**src/design/snakePkg.sv**
```systemverilog
`default_nettype none

package snakePkg;

    localparam int gridCols     = 14;
    localparam int gridRows     = 10;
    localparam int maxLength    = 50;
    localparam int maxObstacles = 15;
    localparam int mapCells     = gridCols * gridRows; // obstacle map width

    // column in the upper nibble, row in the lower nibble
    typedef logic [7:0] cellT;

    // index 0 is the head
    typedef cellT [maxLength-1:0] bodyT;

    typedef enum logic [1:0] {
        dirUp    = 2'b00,
        dirDown  = 2'b01,
        dirLeft  = 2'b10,
        dirRight = 2'b11
    } dirT;

    localparam cellT startCell   = 8'h75; // col 7, row 5
    localparam int   startLength = 3;

    // 4-bit wrap puts col 0/15 and row 0/11..15 outside the grid
    function automatic logic inGrid(cellT c);
        return (c[7:4] >= 4'd1) && (int'(c[7:4]) <= gridCols) &&
               (c[3:0] >= 4'd1) && (int'(c[3:0]) <= gridRows);
    endfunction

    function automatic int cellIndex(cellT c);
        return (int'(c[7:4]) - 1) + (int'(c[3:0]) - 1) * gridCols; // row major
    endfunction

endpackage

`default_nettype wire

```
**src/design/cellRandom.sv**
```systemverilog
`timescale 1ns/1ps
`default_nettype none

module cellRandom import snakePkg::*; (
    input  logic clk,
    input  logic nRst,
    output cellT randCell
);

    localparam logic [15:0] seed = 16'hACE1;
    localparam logic [15:0] tapMask = 16'hB400; // x^16 + x^14 + x^13 + x^11 + 1

    logic [15:0] lfsr;
    logic [3:0]  randCol;
    logic [3:0]  randRow;

    // galois form, shift right and fold the output bit back through the taps
    always_ff @(posedge clk, negedge nRst) begin
        if (!nRst) begin
            lfsr <= seed;
        end else begin
            if (lfsr[0]) begin
                lfsr <= {1'b0, lfsr[15:1]} ^ tapMask;
            end else begin
                lfsr <= {1'b0, lfsr[15:1]};
            end
        end
    end

    // low byte picks the column, high byte the row, both kept legal
    always_comb begin
        randCol = 4'(int'(lfsr[7:0]) % gridCols + 1);
        randRow = 4'(int'(lfsr[15:8]) % gridRows + 1);
    end

    assign randCell = {randCol, randRow};

endmodule

`default_nettype wire

```
**src/design/headStepper.sv**
```systemverilog
`timescale 1ns/1ps
`default_nettype none

module headStepper import snakePkg::*; (
    input  logic clk,
    input  logic nRst,
    input  logic moveStrobe,
    input  dirT  dirIn,
    input  cellT head,
    input  logic moveDone,
    output logic stepValid,
    output cellT nextHead
);

    dirT        dir;
    dirT        moveDir;
    logic       busy;     // a move is in the pipeline
    logic       accept;
    logic [3:0] col;
    logic [3:0] row;
    cellT       stepped;

    assign accept = moveStrobe && !busy;
    assign col    = head[7:4];
    assign row    = head[3:0];

    // opposite directions share bit 1 and differ in bit 0
    assign moveDir = (dirIn[1] == dir[1] && dirIn[0] != dir[0]) ? dir : dirIn;

    always_comb begin
        case (moveDir)
            dirUp:    stepped = {col, row - 4'd1};
            dirDown:  stepped = {col, row + 4'd1};
            dirLeft:  stepped = {col - 4'd1, row};
            default:  stepped = {col + 4'd1, row}; // right
        endcase
    end

    always_ff @(posedge clk, negedge nRst) begin
        if (!nRst) begin
            dir       <= dirRight;
            busy      <= 1'b0;
            stepValid <= 1'b0;
        end else begin
            stepValid <= accept;
            if (accept) begin
                dir  <= moveDir;
                busy <= 1'b1;
            end else if (moveDone) begin
                busy <= 1'b0;
            end
        end
    end

    always_ff @(posedge clk) begin
        if (accept) begin
            nextHead <= stepped; // may be off grid, stage 2 decides
        end
    end

endmodule

`default_nettype wire

```
**src/design/collisionCheck.sv**
```systemverilog
`timescale 1ns/1ps
`default_nettype none

module collisionCheck import snakePkg::*; (
    input  logic                clk,
    input  logic                nRst,
    input  logic                stepValid,
    input  cellT                nextHead,
    input  bodyT                body,
    input  logic [7:0]          length,
    input  logic [mapCells-1:0] obstacleMap,
    input  cellT                foodCell,
    output logic                checkValid,
    output cellT                headOut,
    output logic                hitWall,
    output logic                hitSelf,
    output logic                hitObstacle,
    output logic                ateFood
);

    logic wallNext;
    logic selfNext;
    logic obstacleNext;

    assign wallNext = !inGrid(nextHead);

    // the tail segment leaves this move, so it is skipped
    always_comb begin
        selfNext = 1'b0;
        for (int i = 0; i < maxLength - 1; i++) begin
            if (i + 1 < int'(length) && body[i] == nextHead) begin
                selfNext = 1'b1;
            end
        end
    end

    assign obstacleNext = wallNext ? 1'b0 : obstacleMap[cellIndex(nextHead)];

    always_ff @(posedge clk, negedge nRst) begin
        if (!nRst) begin
            checkValid <= 1'b0;
        end else begin
            checkValid <= stepValid;
        end
    end

    // verdict only means something while checkValid is high
    always_ff @(posedge clk) begin
        if (stepValid) begin
            headOut     <= nextHead;
            hitWall     <= wallNext;
            hitSelf     <= selfNext;
            hitObstacle <= obstacleNext;
            ateFood     <= (nextHead == foodCell);
        end
    end

endmodule

`default_nettype wire

```
**src/design/bodyUpdate.sv**
```systemverilog
`timescale 1ns/1ps
`default_nettype none

module bodyUpdate import snakePkg::*; (
    input  logic       clk,
    input  logic       nRst,
    input  logic       checkValid,
    input  cellT       headIn,
    input  logic       hitWall,
    input  logic       hitSelf,
    input  logic       hitObstacle,
    input  logic       ateFood,
    output bodyT       body,
    output logic [7:0] length,
    output logic       gameOver,
    output logic       moveDone,
    output logic       foodEaten
);

    logic hit;
    logic live;  // verdict arrives and the game still runs

    assign hit  = hitWall || hitSelf || hitObstacle;
    assign live = checkValid && !gameOver;

    always_ff @(posedge clk, negedge nRst) begin
        if (!nRst) begin
            // start body runs leftward from the start cell
            for (int i = 0; i < maxLength; i++) begin
                if (i < startLength) begin
                    body[i] <= startCell - cellT'(i * 16);
                end else begin
                    body[i] <= '0;
                end
            end
            length    <= 8'(startLength);
            gameOver  <= 1'b0;
            moveDone  <= 1'b0;
            foodEaten <= 1'b0;
        end else begin
            moveDone  <= checkValid;            // fires even after game over
            foodEaten <= live && !hit && ateFood;
            if (live) begin
                if (hit) begin
                    gameOver <= 1'b1;             // held until reset
                end else begin
                    body <= {body[maxLength-2:0], headIn}; // old tail drops off the top
                    if (ateFood && int'(length) < maxLength) begin
                        length <= length + 8'd1;
                    end
                end
            end
        end
    end

    // entries at and beyond length are stale and never looked at,
    // growth exposes the old tail again, which is the right segment

endmodule

`default_nettype wire

```
**src/design/obstacleGen.sv**
```systemverilog
`timescale 1ns/1ps
`default_nettype none

module obstacleGen import snakePkg::*; (
    input  logic                clk,
    input  logic                nRst,
    input  logic                obstaclesOn,
    input  logic                foodEaten,
    input  cellT                randCell,
    input  bodyT                body,
    input  logic [7:0]          length,
    input  cellT                queryCell,
    output logic [mapCells-1:0] obstacleMap,
    output logic [3:0]          obstacleCount,
    output logic                obstacle
);

    logic       pending;     // a food was eaten, placement still owed
    logic       onBody;
    logic       nearHead;
    logic       crowded;
    logic       full;
    logic       tooDense;
    logic       candidateOk;
    logic [3:0] rc;
    logic [3:0] rr;
    logic [3:0] hc;
    logic [3:0] hr;

    function automatic logic mapBit(logic [mapCells-1:0] m, cellT c);
        return inGrid(c) ? m[cellIndex(c)] : 1'b0;
    endfunction

    assign rc = randCell[7:4];
    assign rr = randCell[3:0];
    assign hc = body[0][7:4];
    assign hr = body[0][3:0];

    always_comb begin
        onBody = 1'b0;
        for (int i = 0; i < maxLength; i++) begin
            if (i < int'(length) && body[i] == randCell) begin
                onBody = 1'b1;
            end
        end
    end

    // the four cells the head can step into next
    assign nearHead = (randCell == {hc, hr - 4'd1}) ||
                      (randCell == {hc, hr + 4'd1}) ||
                      (randCell == {hc - 4'd1, hr}) ||
                      (randCell == {hc + 4'd1, hr});

    // off-grid corners wrap to col/row 0 or past the edge and read as empty
    assign crowded = mapBit(obstacleMap, randCell) ||
                     mapBit(obstacleMap, {rc - 4'd1, rr - 4'd1}) ||
                     mapBit(obstacleMap, {rc + 4'd1, rr - 4'd1}) ||
                     mapBit(obstacleMap, {rc - 4'd1, rr + 4'd1}) ||
                     mapBit(obstacleMap, {rc + 4'd1, rr + 4'd1});

    assign full = int'(obstacleCount) >= maxObstacles;

    // keep obstacle count below roughly half the snake length
    assign tooDense = (int'(obstacleCount) * 2 + 2 >= int'(length) + 1) &&
                      (length >= 8'd4);

    assign candidateOk = !onBody && !nearHead && !crowded;

    always_ff @(posedge clk, negedge nRst) begin
        if (!nRst) begin
            obstacleMap   <= '0;
            obstacleCount <= 4'd0;
            pending       <= 1'b0;
        end else if (!obstaclesOn) begin
            obstacleMap   <= '0;
            obstacleCount <= 4'd0;
            pending       <= 1'b0;
        end else if (foodEaten) begin
            pending <= 1'b1;
        end else if (pending) begin
            if (full || tooDense) begin
                pending <= 1'b0;                    // placement skipped
            end else if (candidateOk) begin
                obstacleMap[cellIndex(randCell)] <= 1'b1;
                obstacleCount <= obstacleCount + 4'd1;
                pending       <= 1'b0;
            end
            // rejected cell, try the next random one
        end
    end

    assign obstacle = mapBit(obstacleMap, queryCell);

endmodule

`default_nettype wire

```
**src/design/snakeCore.sv**
```systemverilog
`timescale 1ns/1ps
`default_nettype none

module snakeCore import snakePkg::*; (
    input  logic       clk,
    input  logic       nRst,
    input  logic       moveStrobe,
    input  dirT        dirIn,
    input  cellT       foodCell,
    input  logic       obstaclesOn,
    input  cellT       queryCell,
    output bodyT       body,
    output logic [7:0] length,
    output logic       gameOver,
    output logic       moveDone,
    output logic [3:0] obstacleCount,
    output logic       obstacle
);

    logic                stepValid;
    cellT                nextHead;
    logic                checkValid;
    cellT                headOut;
    logic                hitWall;
    logic                hitSelf;
    logic                hitObstacle;
    logic                ateFood;
    logic                foodEaten;
    cellT                randCell;
    logic [mapCells-1:0] obstacleMap;

    cellRandom uRandom (
        .clk(clk), .nRst(nRst), .randCell(randCell)
    );

    headStepper uStepper (
        .clk(clk), .nRst(nRst), .moveStrobe(moveStrobe), .dirIn(dirIn),
        .head(body[0]), .moveDone(moveDone), .stepValid(stepValid), .nextHead(nextHead)
    );

    collisionCheck uCheck (
        .clk(clk), .nRst(nRst), .stepValid(stepValid), .nextHead(nextHead),
        .body(body), .length(length), .obstacleMap(obstacleMap), .foodCell(foodCell),
        .checkValid(checkValid), .headOut(headOut), .hitWall(hitWall),
        .hitSelf(hitSelf), .hitObstacle(hitObstacle), .ateFood(ateFood)
    );

    bodyUpdate uUpdate (
        .clk(clk), .nRst(nRst), .checkValid(checkValid), .headIn(headOut),
        .hitWall(hitWall), .hitSelf(hitSelf), .hitObstacle(hitObstacle),
        .ateFood(ateFood), .body(body), .length(length), .gameOver(gameOver),
        .moveDone(moveDone), .foodEaten(foodEaten)
    );

    obstacleGen uObstacles (
        .clk(clk), .nRst(nRst), .obstaclesOn(obstaclesOn), .foodEaten(foodEaten),
        .randCell(randCell), .body(body), .length(length), .queryCell(queryCell),
        .obstacleMap(obstacleMap), .obstacleCount(obstacleCount), .obstacle(obstacle)
    );

endmodule

`default_nettype wire

```
**config.mk**
```make
export PLATFORM = sky130hd
export DESIGN_NAME = snakeCore
export DESIGN_NICKNAME = d
export VERILOG_FILES = /design/src/design/snakePkg.sv /design/src/design/cellRandom.sv /design/src/design/headStepper.sv /design/src/design/collisionCheck.sv /design/src/design/bodyUpdate.sv /design/src/design/obstacleGen.sv /design/src/design/snakeCore.sv
export SDC_FILE = /design/constraint.sdc
export NUM_CORES = 2
export LEC_CHECK = 0
export ABC_AREA = 1
export BUFFER_PORTS_ARGS = -buffer_cell sky130_fd_sc_hd__buf_2
export CORE_MARGIN = 8
export CORE_UTILIZATION = 25
export CTS_BUF_LIST = sky130_fd_sc_hd__clkbuf_8 sky130_fd_sc_hd__clkbuf_16
export DETAILED_ROUTE_END_ITERATION = 7
export SETUP_SLACK_MARGIN = 0.1
export SYNTH_ARGS = -nofsm -noshare
export SYNTH_HDL_FRONTEND = slang
export SYNTH_HIERARCHICAL = 1
export SYNTH_SLANG_ARGS = --single-unit
export TNS_END_PERCENT = 1
```
**constraint.sdc**
```tcl
create_clock -name clk -period 8.4 [get_ports clk]
set_input_delay 1.68 -clock clk [delete_from_list [all_inputs] [get_ports clk]]
set_output_delay 1.68 -clock clk [all_outputs]
set_load 0.05 [all_outputs]
```
==> Yosys cells after proc, flatten, opt, wreduce, memory -nomap -nowiden <==
Cells that the tools add are included.
{ "word_totals": {"ff_bits": 597, "in_bits": 22, "out_inout_bits": 415, "wordCells": 555} }
{ "op_classes": {"add_sub_neg": 31, "mul": 5, "n_div": 2, "magnitude_cmp": 82, "eq_ne": 112, "mux": 100, "n_bitwise": 3, "reduce_logical": 152} }
{ "ops": {"columns": ["cell", "count"], "rows": [
  ["8-bit == test", 104],
  ["140-bit 2-to-1 mux", 5],
  ["32-bit adder", 7],
  ["32-bit by 10-bit less-than comparator with 1-bit output (second input constant)", 7],
  ["32-bit by 4-bit multiplier with 31-bit output (second input constant)", 5],
  ["6-bit by 8-bit less-than comparator with 1-bit output (first input constant)", 18],
  ["140-bit OR", 1],
  ["1-bit logical AND", 128],
  ["5-bit by 8-bit less-than comparator with 1-bit output (first input constant)", 16],
  ["1-bit 2-to-1 mux", 79],
  ["4-bit by 8-bit less-than comparator with 1-bit output (first input constant)", 8],
  ["9-bit by 5-bit remainder unit with 32-bit output (second input constant)", 2],
  ["1-bit binary-select mux with 8-bit select", 7],
  ["4-bit by 1-bit subtractor with 5-bit output (second input constant)", 10],
  ["48-bit OR reduction", 1],
  ["4-bit by 1-bit greater-or-equal comparator with 1-bit output (second input constant)", 10],
  ["4-bit less-or-equal comparator (second input constant)", 10],
  ["32-bit by 1-bit greater-or-equal comparator with 1-bit output (second input constant)", 1],
  ["32-bit greater-or-equal comparator", 1],
  ["3-bit by 8-bit less-than comparator with 1-bit output (first input constant)", 4],
  ["8-bit case mux with 3 select lines", 1],
  ["4-bit by 1-bit adder with 4-bit output (second input constant)", 5],
  ["4-bit 2-to-1 mux", 5],
  ["1-bit by 8-bit less-than comparator with 1-bit output (first input constant)", 2],
  ["other kinds (27)", 50]
]} }

==> Logic depth before layout (Yosys ltp) <==
{ "logic_depth": {"ltp_word": 62, "depth_mapped": 63, "mapped_depth_nobuf": 60} }

==> Cells and area by module <==
Netlist, hierarchy kept.
{ "by_module_without_submodules": {"columns": ["mod", "n_inst", "cells_per_inst", "area_each_um2", "seq_area_each_um2"], "rows": [
  ["obstacleGen", 1, 3816, 22706.8, 3628.5],
  ["bodyUpdate", 1, 1551, 15702.6, 10303.6],
  ["collisionCheck", 1, 1480, 8655.8, 385.4],
  ["cellRandom", 1, 282, 1933.1, 410.4],
  ["headStepper", 1, 85, 753.2, 342.8]
]} }

==> Least setup slack after synthesis <==
No wires, ideal clock.
{ "synth_timing": {"kind": "reg2reg", "start": "reg uRandom.lfsr[14]", "end": "reg uObstacles.obstacleMap[49]", "setup_time_ns": 0.136, "arrival_ns": 7.941, "t_required_ns": 8.264, "path_slack_ns": 0.322, "stages_incl_launch_ff": 56, "n_path_buf": 4, "synth_period_minus_slack_ns": 8.078, "cell_sequence": "dfrtp_1 > inv_1 > ha_1 > or2_2 > ha_1 > nand2_1 > nand2_2 > nor2_8 > nand2_4 > nand2_2 > nand3_4 > nand2_8 > a21o_1 > nand3_1 > nor2_4 > nand3_4 > nand2_1 > nand2_2 > (+20 left out) > o21ai_0 > nand3_1 > a31oi_1 > inv_1 > ha_1 > nand2_1 > nor2_1 > nand3_1 > o2111ai_1 > xor2_1 > nand3_1 > clkbuf_1 > inv_1 > nand2_1 > clkbuf_1 > nor2_1 > nand3_1 > a21oi_1"} }
{ "synth_between": {"elab_chain_cells": 59, "word_cells_on_any_way": 230, "classes_between": "11 x add/sub; 3 x mul; 1 x div; 8 x order compare; 55 x eq/ne; 77 x mux; 1 x bitwise; 74 x reduce/logical"} }
{ "synth_lines": {"columns": ["element", "line_no", "source"], "rows": [
  ["start: declaration", "cellRandom.sv:13", "logic [15:0] lfsr;"],
  ["start signal: assignment", "cellRandom.sv:23", "lfsr <= {1'b0, lfsr[15:1]} ^ tapMask;"],
  ["start signal: assignment", "cellRandom.sv:25", "lfsr <= {1'b0, lfsr[15:1]};"],
  ["9-bit by 5-bit remainder unit with 32-bit output *", "cellRandom.sv:33", "randRow = 4'(int'(lfsr[15:8]) % gridRows + 1);"],
  ["4-bit by 2-bit adder with 4-bit output *", "cellRandom.sv:33", null],
  ["net randCell[2]", "snakeCore.sv:29", "cellT randCell;"],
  ["8-bit == test", "obstacleGen.sv:42", "if (i < int'(length) && body[i] == randCell) begin"],
  ["1-bit logical AND", "obstacleGen.sv:42", null],
  ["1-bit 2-to-1 mux (50 in series)", "obstacleGen.sv:42", null],
  ["1-bit zero test", "obstacleGen.sv:67", "assign candidateOk = !onBody && !nearHead && !crowded;"],
  ["1-bit logical AND (2 in series)", "obstacleGen.sv:67", null],
  ["2-bit by 1-bit inequality test with 1-bit output (no source line)", null, null],
  ["4-bit AND reduction (no source line)", null, null],
  ["end signal: assignment", "obstacleGen.sv:71", "obstacleMap <= '0;"],
  ["end signal: assignment", "obstacleGen.sv:75", "obstacleMap <= '0;"],
  ["end signal: indexed assignment", "obstacleGen.sv:84", "obstacleMap[cellIndex(randCell)] <= 1'b1;"],
  ["end: declaration", "obstacleGen.sv:13", "output logic [mapCells-1:0] obstacleMap,"]
]} }
Mark *: on every way through the listed nets, which the timed path passes. The rest lies on a longest branch. The select of a mux whose other input is x is not followed.
A chain may end at the register's enable or synchronous reset.

==> Final worst setup path <==
{ "layout_timing": {"start": "in queryCell[0]", "end": "out obstacle"} }
{ "layout_between": {"elab_chain_cells": 7, "word_cells_on_any_way": 11, "classes_between": "2 x add/sub; 1 x mul; 2 x order compare; 4 x mux; 2 x reduce/logical"} }
{ "layout_lines": {"columns": ["element", "line_no", "source"], "rows": [
  ["start: declaration", "snakeCore.sv:11", "input cellT queryCell,"],
  ["4-bit by 1-bit subtractor with 5-bit output", "snakePkg.sv:34", "return (int'(c[7:4]) - 1) + (int'(c[3:0]) - 1) * gridCols;"],
  ["32-bit by 4-bit multiplier with 31-bit output", "snakePkg.sv:34", null],
  ["32-bit adder", "snakePkg.sv:34", null],
  ["1-bit binary-select mux with 8-bit select", "obstacleGen.sv:31", "return inGrid(c) ? m[cellIndex(c)] : 1'b0;"],
  ["1-bit 2-to-1 mux (implied by the code) (2 in series)", "obstacleGen.sv:31", null],
  ["1-bit 2-to-1 mux *", "obstacleGen.sv:31", null],
  ["end: declaration", "snakeCore.sv:17", "output logic obstacle"]
]} }
Every way passes the cells marked *; elsewhere a longest branch is shown, timed or not. The select of a mux whose other input is x is not followed.

==> results.toml <==
[synth]
syn_nets = 7397
netlist-cell-type-count = 61
yosys-top-cells-area = "dfrtp_1 28%, nand2_1 13%, xnor2_1 8.6%, nand3_1 8.1%, nor2_1 5.2%"
synth_top_cell_area_share_pct = 27.8
synthFlopType = "dfrtp_1"
avgSynthCellArea_um2 = 6.90
yosysSeqAreaShare_pct = 30.3
synthArstFlopShare_pct = 96.6
synth_area_mm2 = 0.0498
synth_area_leader_cell = "dfrtp_1"
yosysWarnings = 6
synthCells = 7214
synth_edf_count = 20
ys_ff_latch = 597

[timing]
hold_viol_final = 0
fin_skew_ps = 47.3
grt_setup_unrepaired = "true"
fin_setup_tns_ps = 0
min_period_ps = 8050
finalCritPeriodShare_pct = 95.8
worst_slack_ps = 350
hold_slack_ps = 374
fmax_mhz = 124
drv_slew = 0
setup_violations = 0
slew_headroom_pct = 26.2
worst_pin_slew_ps = 1100

[pwr]
leakagePower_nw = 27.2
seqPwrFrac_pct = 41.5
combPwrFrac_pct = 7.3
powerDensity_mw_per_mm2 = 120
p_total_mw = 6.96
ir_drop_v = 0.000132
p_int_mw = 5.11
p_clk_share_pct = 51.1
p_sw_mw = 1.85
switching_share_pct = 26.5

[grt]
grt.busiest_layer = "met2"
grt_usage_pct = 21.6
grt_pass1_wl_um = 347000
grt_max_degree = 238
grt_pass1_vias = 49600
overflow = 0
use_met3_pct = 6.10
antenna_found_initial = 7
met1_usage_pct = 27.0
grt_util_met2_pct = 33.8

[layout]
drive_gt1_share_pct = 14.7
fillCellCount = 21300
stdcell_count = 10200
n_antenna_cell = 0
syn_to_final_growth_pct = 16.8
layout.nets = 7688

[floorplan]
dieArea_mm2 = 0.214
die_x_um = 462
io_pins = 437
coreArea_mm2 = 0.198
fp.dieH_um = 462
rows = 163
initial_core_util_pct = 25.2

[run_status]
violations = "design-rule violations"
status = "finished, violations left"

[route]
drt-pass1-iter-count = 8
drt_iter0_markers = 6983
postRouteAntennaNets = 0
dr_total_vias = 53300
drc_errors = 1
totalWireLength_um = 246000
viasPerCell = 5.22
avgRoutedWirePerCell_um = 24.1

[clocking]
cts_htree_levels = 3
path_clk_slew_ps = 60
cts_tree = "built"
worstSkewPairLatency_ps = 730
cts-root-buf = "clkbuf_16"
cts.sinks = 597
cts.path.max_buffers = 3
cts-buffers-inserted = 76

[worst_setup_path]
critPathRequiredTime_ps = 6720
cp-start-kind = "input pin"
criticalPathCategory = "input pin to output port"
cp-end-kind = "output port"
cp_data_arrival_time_ps = 6370
crit_path_max_fanout = 7

[placed_design]
place.gp.congestion = 1.00
hpwl_um = 176000
portBuffers = 436
pre_cts_slack_ps = 21.2
dp_cells = 10000

[flow_run]
cap_violations = 0

[min_path]
hold_class = "register to register"
registers in the layout (all words and copies together) (netlist names):
| signal | flops |
|---|---|
| uUpdate/length | 8 |
| uStepper/busy | 1 |
| uUpdate/moveDone | 1 |
| uCheck/hitWall | 1 |
| uUpdate/body | 400 |
| uRandom/lfsr | 16 |
| uCheck/headOut | 8 |
| uCheck/hitObstacle | 1 |
| uStepper/nextHead | 8 |
| uCheck/checkValid | 1 |
| uObstacles/obstacleCount | 4 |
| uObstacles/obstacleMap | 140 |
| uStepper/dir | 2 |
| uUpdate/gameOver | 1 |
| uCheck/ateFood | 1 |
| uUpdate/foodEaten | 1 |
| uStepper/stepValid | 1 |
| uCheck/hitSelf | 1 |
| uObstacles/pending | 1 |
layout make-up:
cell class / count / area [µm²] / area share [%]
clock inverter: 47 / 579 / 0.997
tap: 2640 / 3300 / 5.68
timing repair buffer: 613 / 3940 / 6.79
inverter: 736 / 2790 / 4.79
clock buffer: 90 / 2110 / 3.62
sequential: 597 / 15100 / 25.9
multi-input combinational: 5481 / 30300 / 52.2
timing repair:
| item | 4_1_cts | 5_1_grt |
|---|---|---|
| pin swaps | 0 | 61 |
| hold buffers | 0 | 0 |
| gates cloned | 0 | 7 |
| resized for setup | 5 | 193 |
| setup endpoints to repair | 120 | 146 |
| buffers inserted | 0 | 21 |
power groups by stage:
stage | logic, mW | registers (mW) | clock network, mW
3_5_place_dp | 0.485 | 2.94 | 0
6_report | 0.511 | 2.89 | 3.56
3_3_place_gp | 0.482 | 2.94 | 0
2_1_floorplan | 0.246 | 2.94 | 0
4_1_cts | 0.487 | 2.89 | 3.61
5_1_grt | 0.545 | 2.89 | 3.73
placed cells by master, fill, tap and decap left out, drive strengths merged, types with 2 or more instances in the layout:
| cell | Yosys | final |
|---|---|---|
| nand4 | 110 | 110 |
| nor4 | 6 | 6 |
| dfstp | 25 | 25 |
| ha | 138 | 138 |
| o31ai | 3 | 3 |
| edfxtp | 20 | 20 |
| buf | 279 | 607 |
| o221ai | 17 | 17 |
| clkinvlp | 0 | 5 |
| o21ai | 397 | 397 |
| nor2 | 713 | 713 |
| o2111ai | 4 | 4 |
| o21bai | 2 | 2 |
| clkbuf | 122 | 95 |
| fa | 23 | 23 |
| bufinv | 0 | 9 |
| dfrtp | 552 | 552 |
| a21oi | 480 | 480 |
| a31oi | 7 | 7 |
| or2 | 90 | 90 |
| a311oi | 2 | 2 |
| a21o | 6 | 6 |
| a22o | 2 | 2 |
| xnor2 | 491 | 491 |
| nor3 | 184 | 184 |
| a22oi | 9 | 9 |
| nor3b | 3 | 3 |
| xor2 | 201 | 201 |
| inv | 723 | 739 |
| nand2 | 1702 | 1703 |
| o211ai | 24 | 24 |
| a211oi | 2 | 2 |
| clkinv | 13 | 30 |
| nand3 | 822 | 822 |
| o22ai | 11 | 11 |
| nand3b | 26 | 26 |
worst max-delay path: stages:
cell,delay (ps)
buf_2,130
inv_1,130
ha_1,290
xor2_1,290
ha_1,310
fa_1,550
inv_1,70
fa_1,530
inv_1,50
ha_1,330
inv_1,80
xor2_2,290
a311oi_1,800
o22ai_1,200
o21ai_0,320
nand2_1,90
inv_1,100
buf_12,140
path summary, 6_finish.rpt:
check	from	slack [ps]	cells past startpoint	end
min in group asynchronous	nRst	1000	1	uObstacles/obstacleMap[26]
min	uCheck/checkValid	370	0	uUpdate/moveDone
max reg2reg	uRandom/lfsr[13]	470	57	uObstacles/obstacleMap[67]
max in group asynchronous	nRst	5380	3	uObstacles/obstacleMap[40]
min reg2reg	uCheck/checkValid	370	0	uUpdate/moveDone
max	queryCell[0]	350	18	obstacle
cells in the mapped netlist (all sizes together) (110+ instances only):
library cell	count
a21oi	480
buf	279
clkbuf	122
dfrtp	552
ha	138
inv	723
nand2	1702
nand3	822
nand4	110
nor2	713
nor3	184
o21ai	397
xnor2	491
xor2	201
cells by family after synthesis:
family,Yosys count,synth area share [%]
xor gates and xnor gates,692,12.2
AOI/OAI and AO/OA,970,10.3
adders and majority gates,161,4.40
buffers and inverters,1137,10.7
and+or+nand+nor,3657,32.1
DFF,597,30.3
routing by layer:
layer,vias up,share of wire (%)
li1,23800,-
met1,25600,39
met2,3207,44
met3,686,11
met4,6,6.4
met5,-,0.031
through the flow:
step | instance area [µm²] | util, %
detailed placement | 54100 | 27.4
global placement | 54100 | 27.4
global route | 58100 | 29.4
floorplan | 49800 | -
CTS | 56800 | 28.8
finish | 58100 | 29.4
Note: power is estimated with default switching activity, not from simulation.
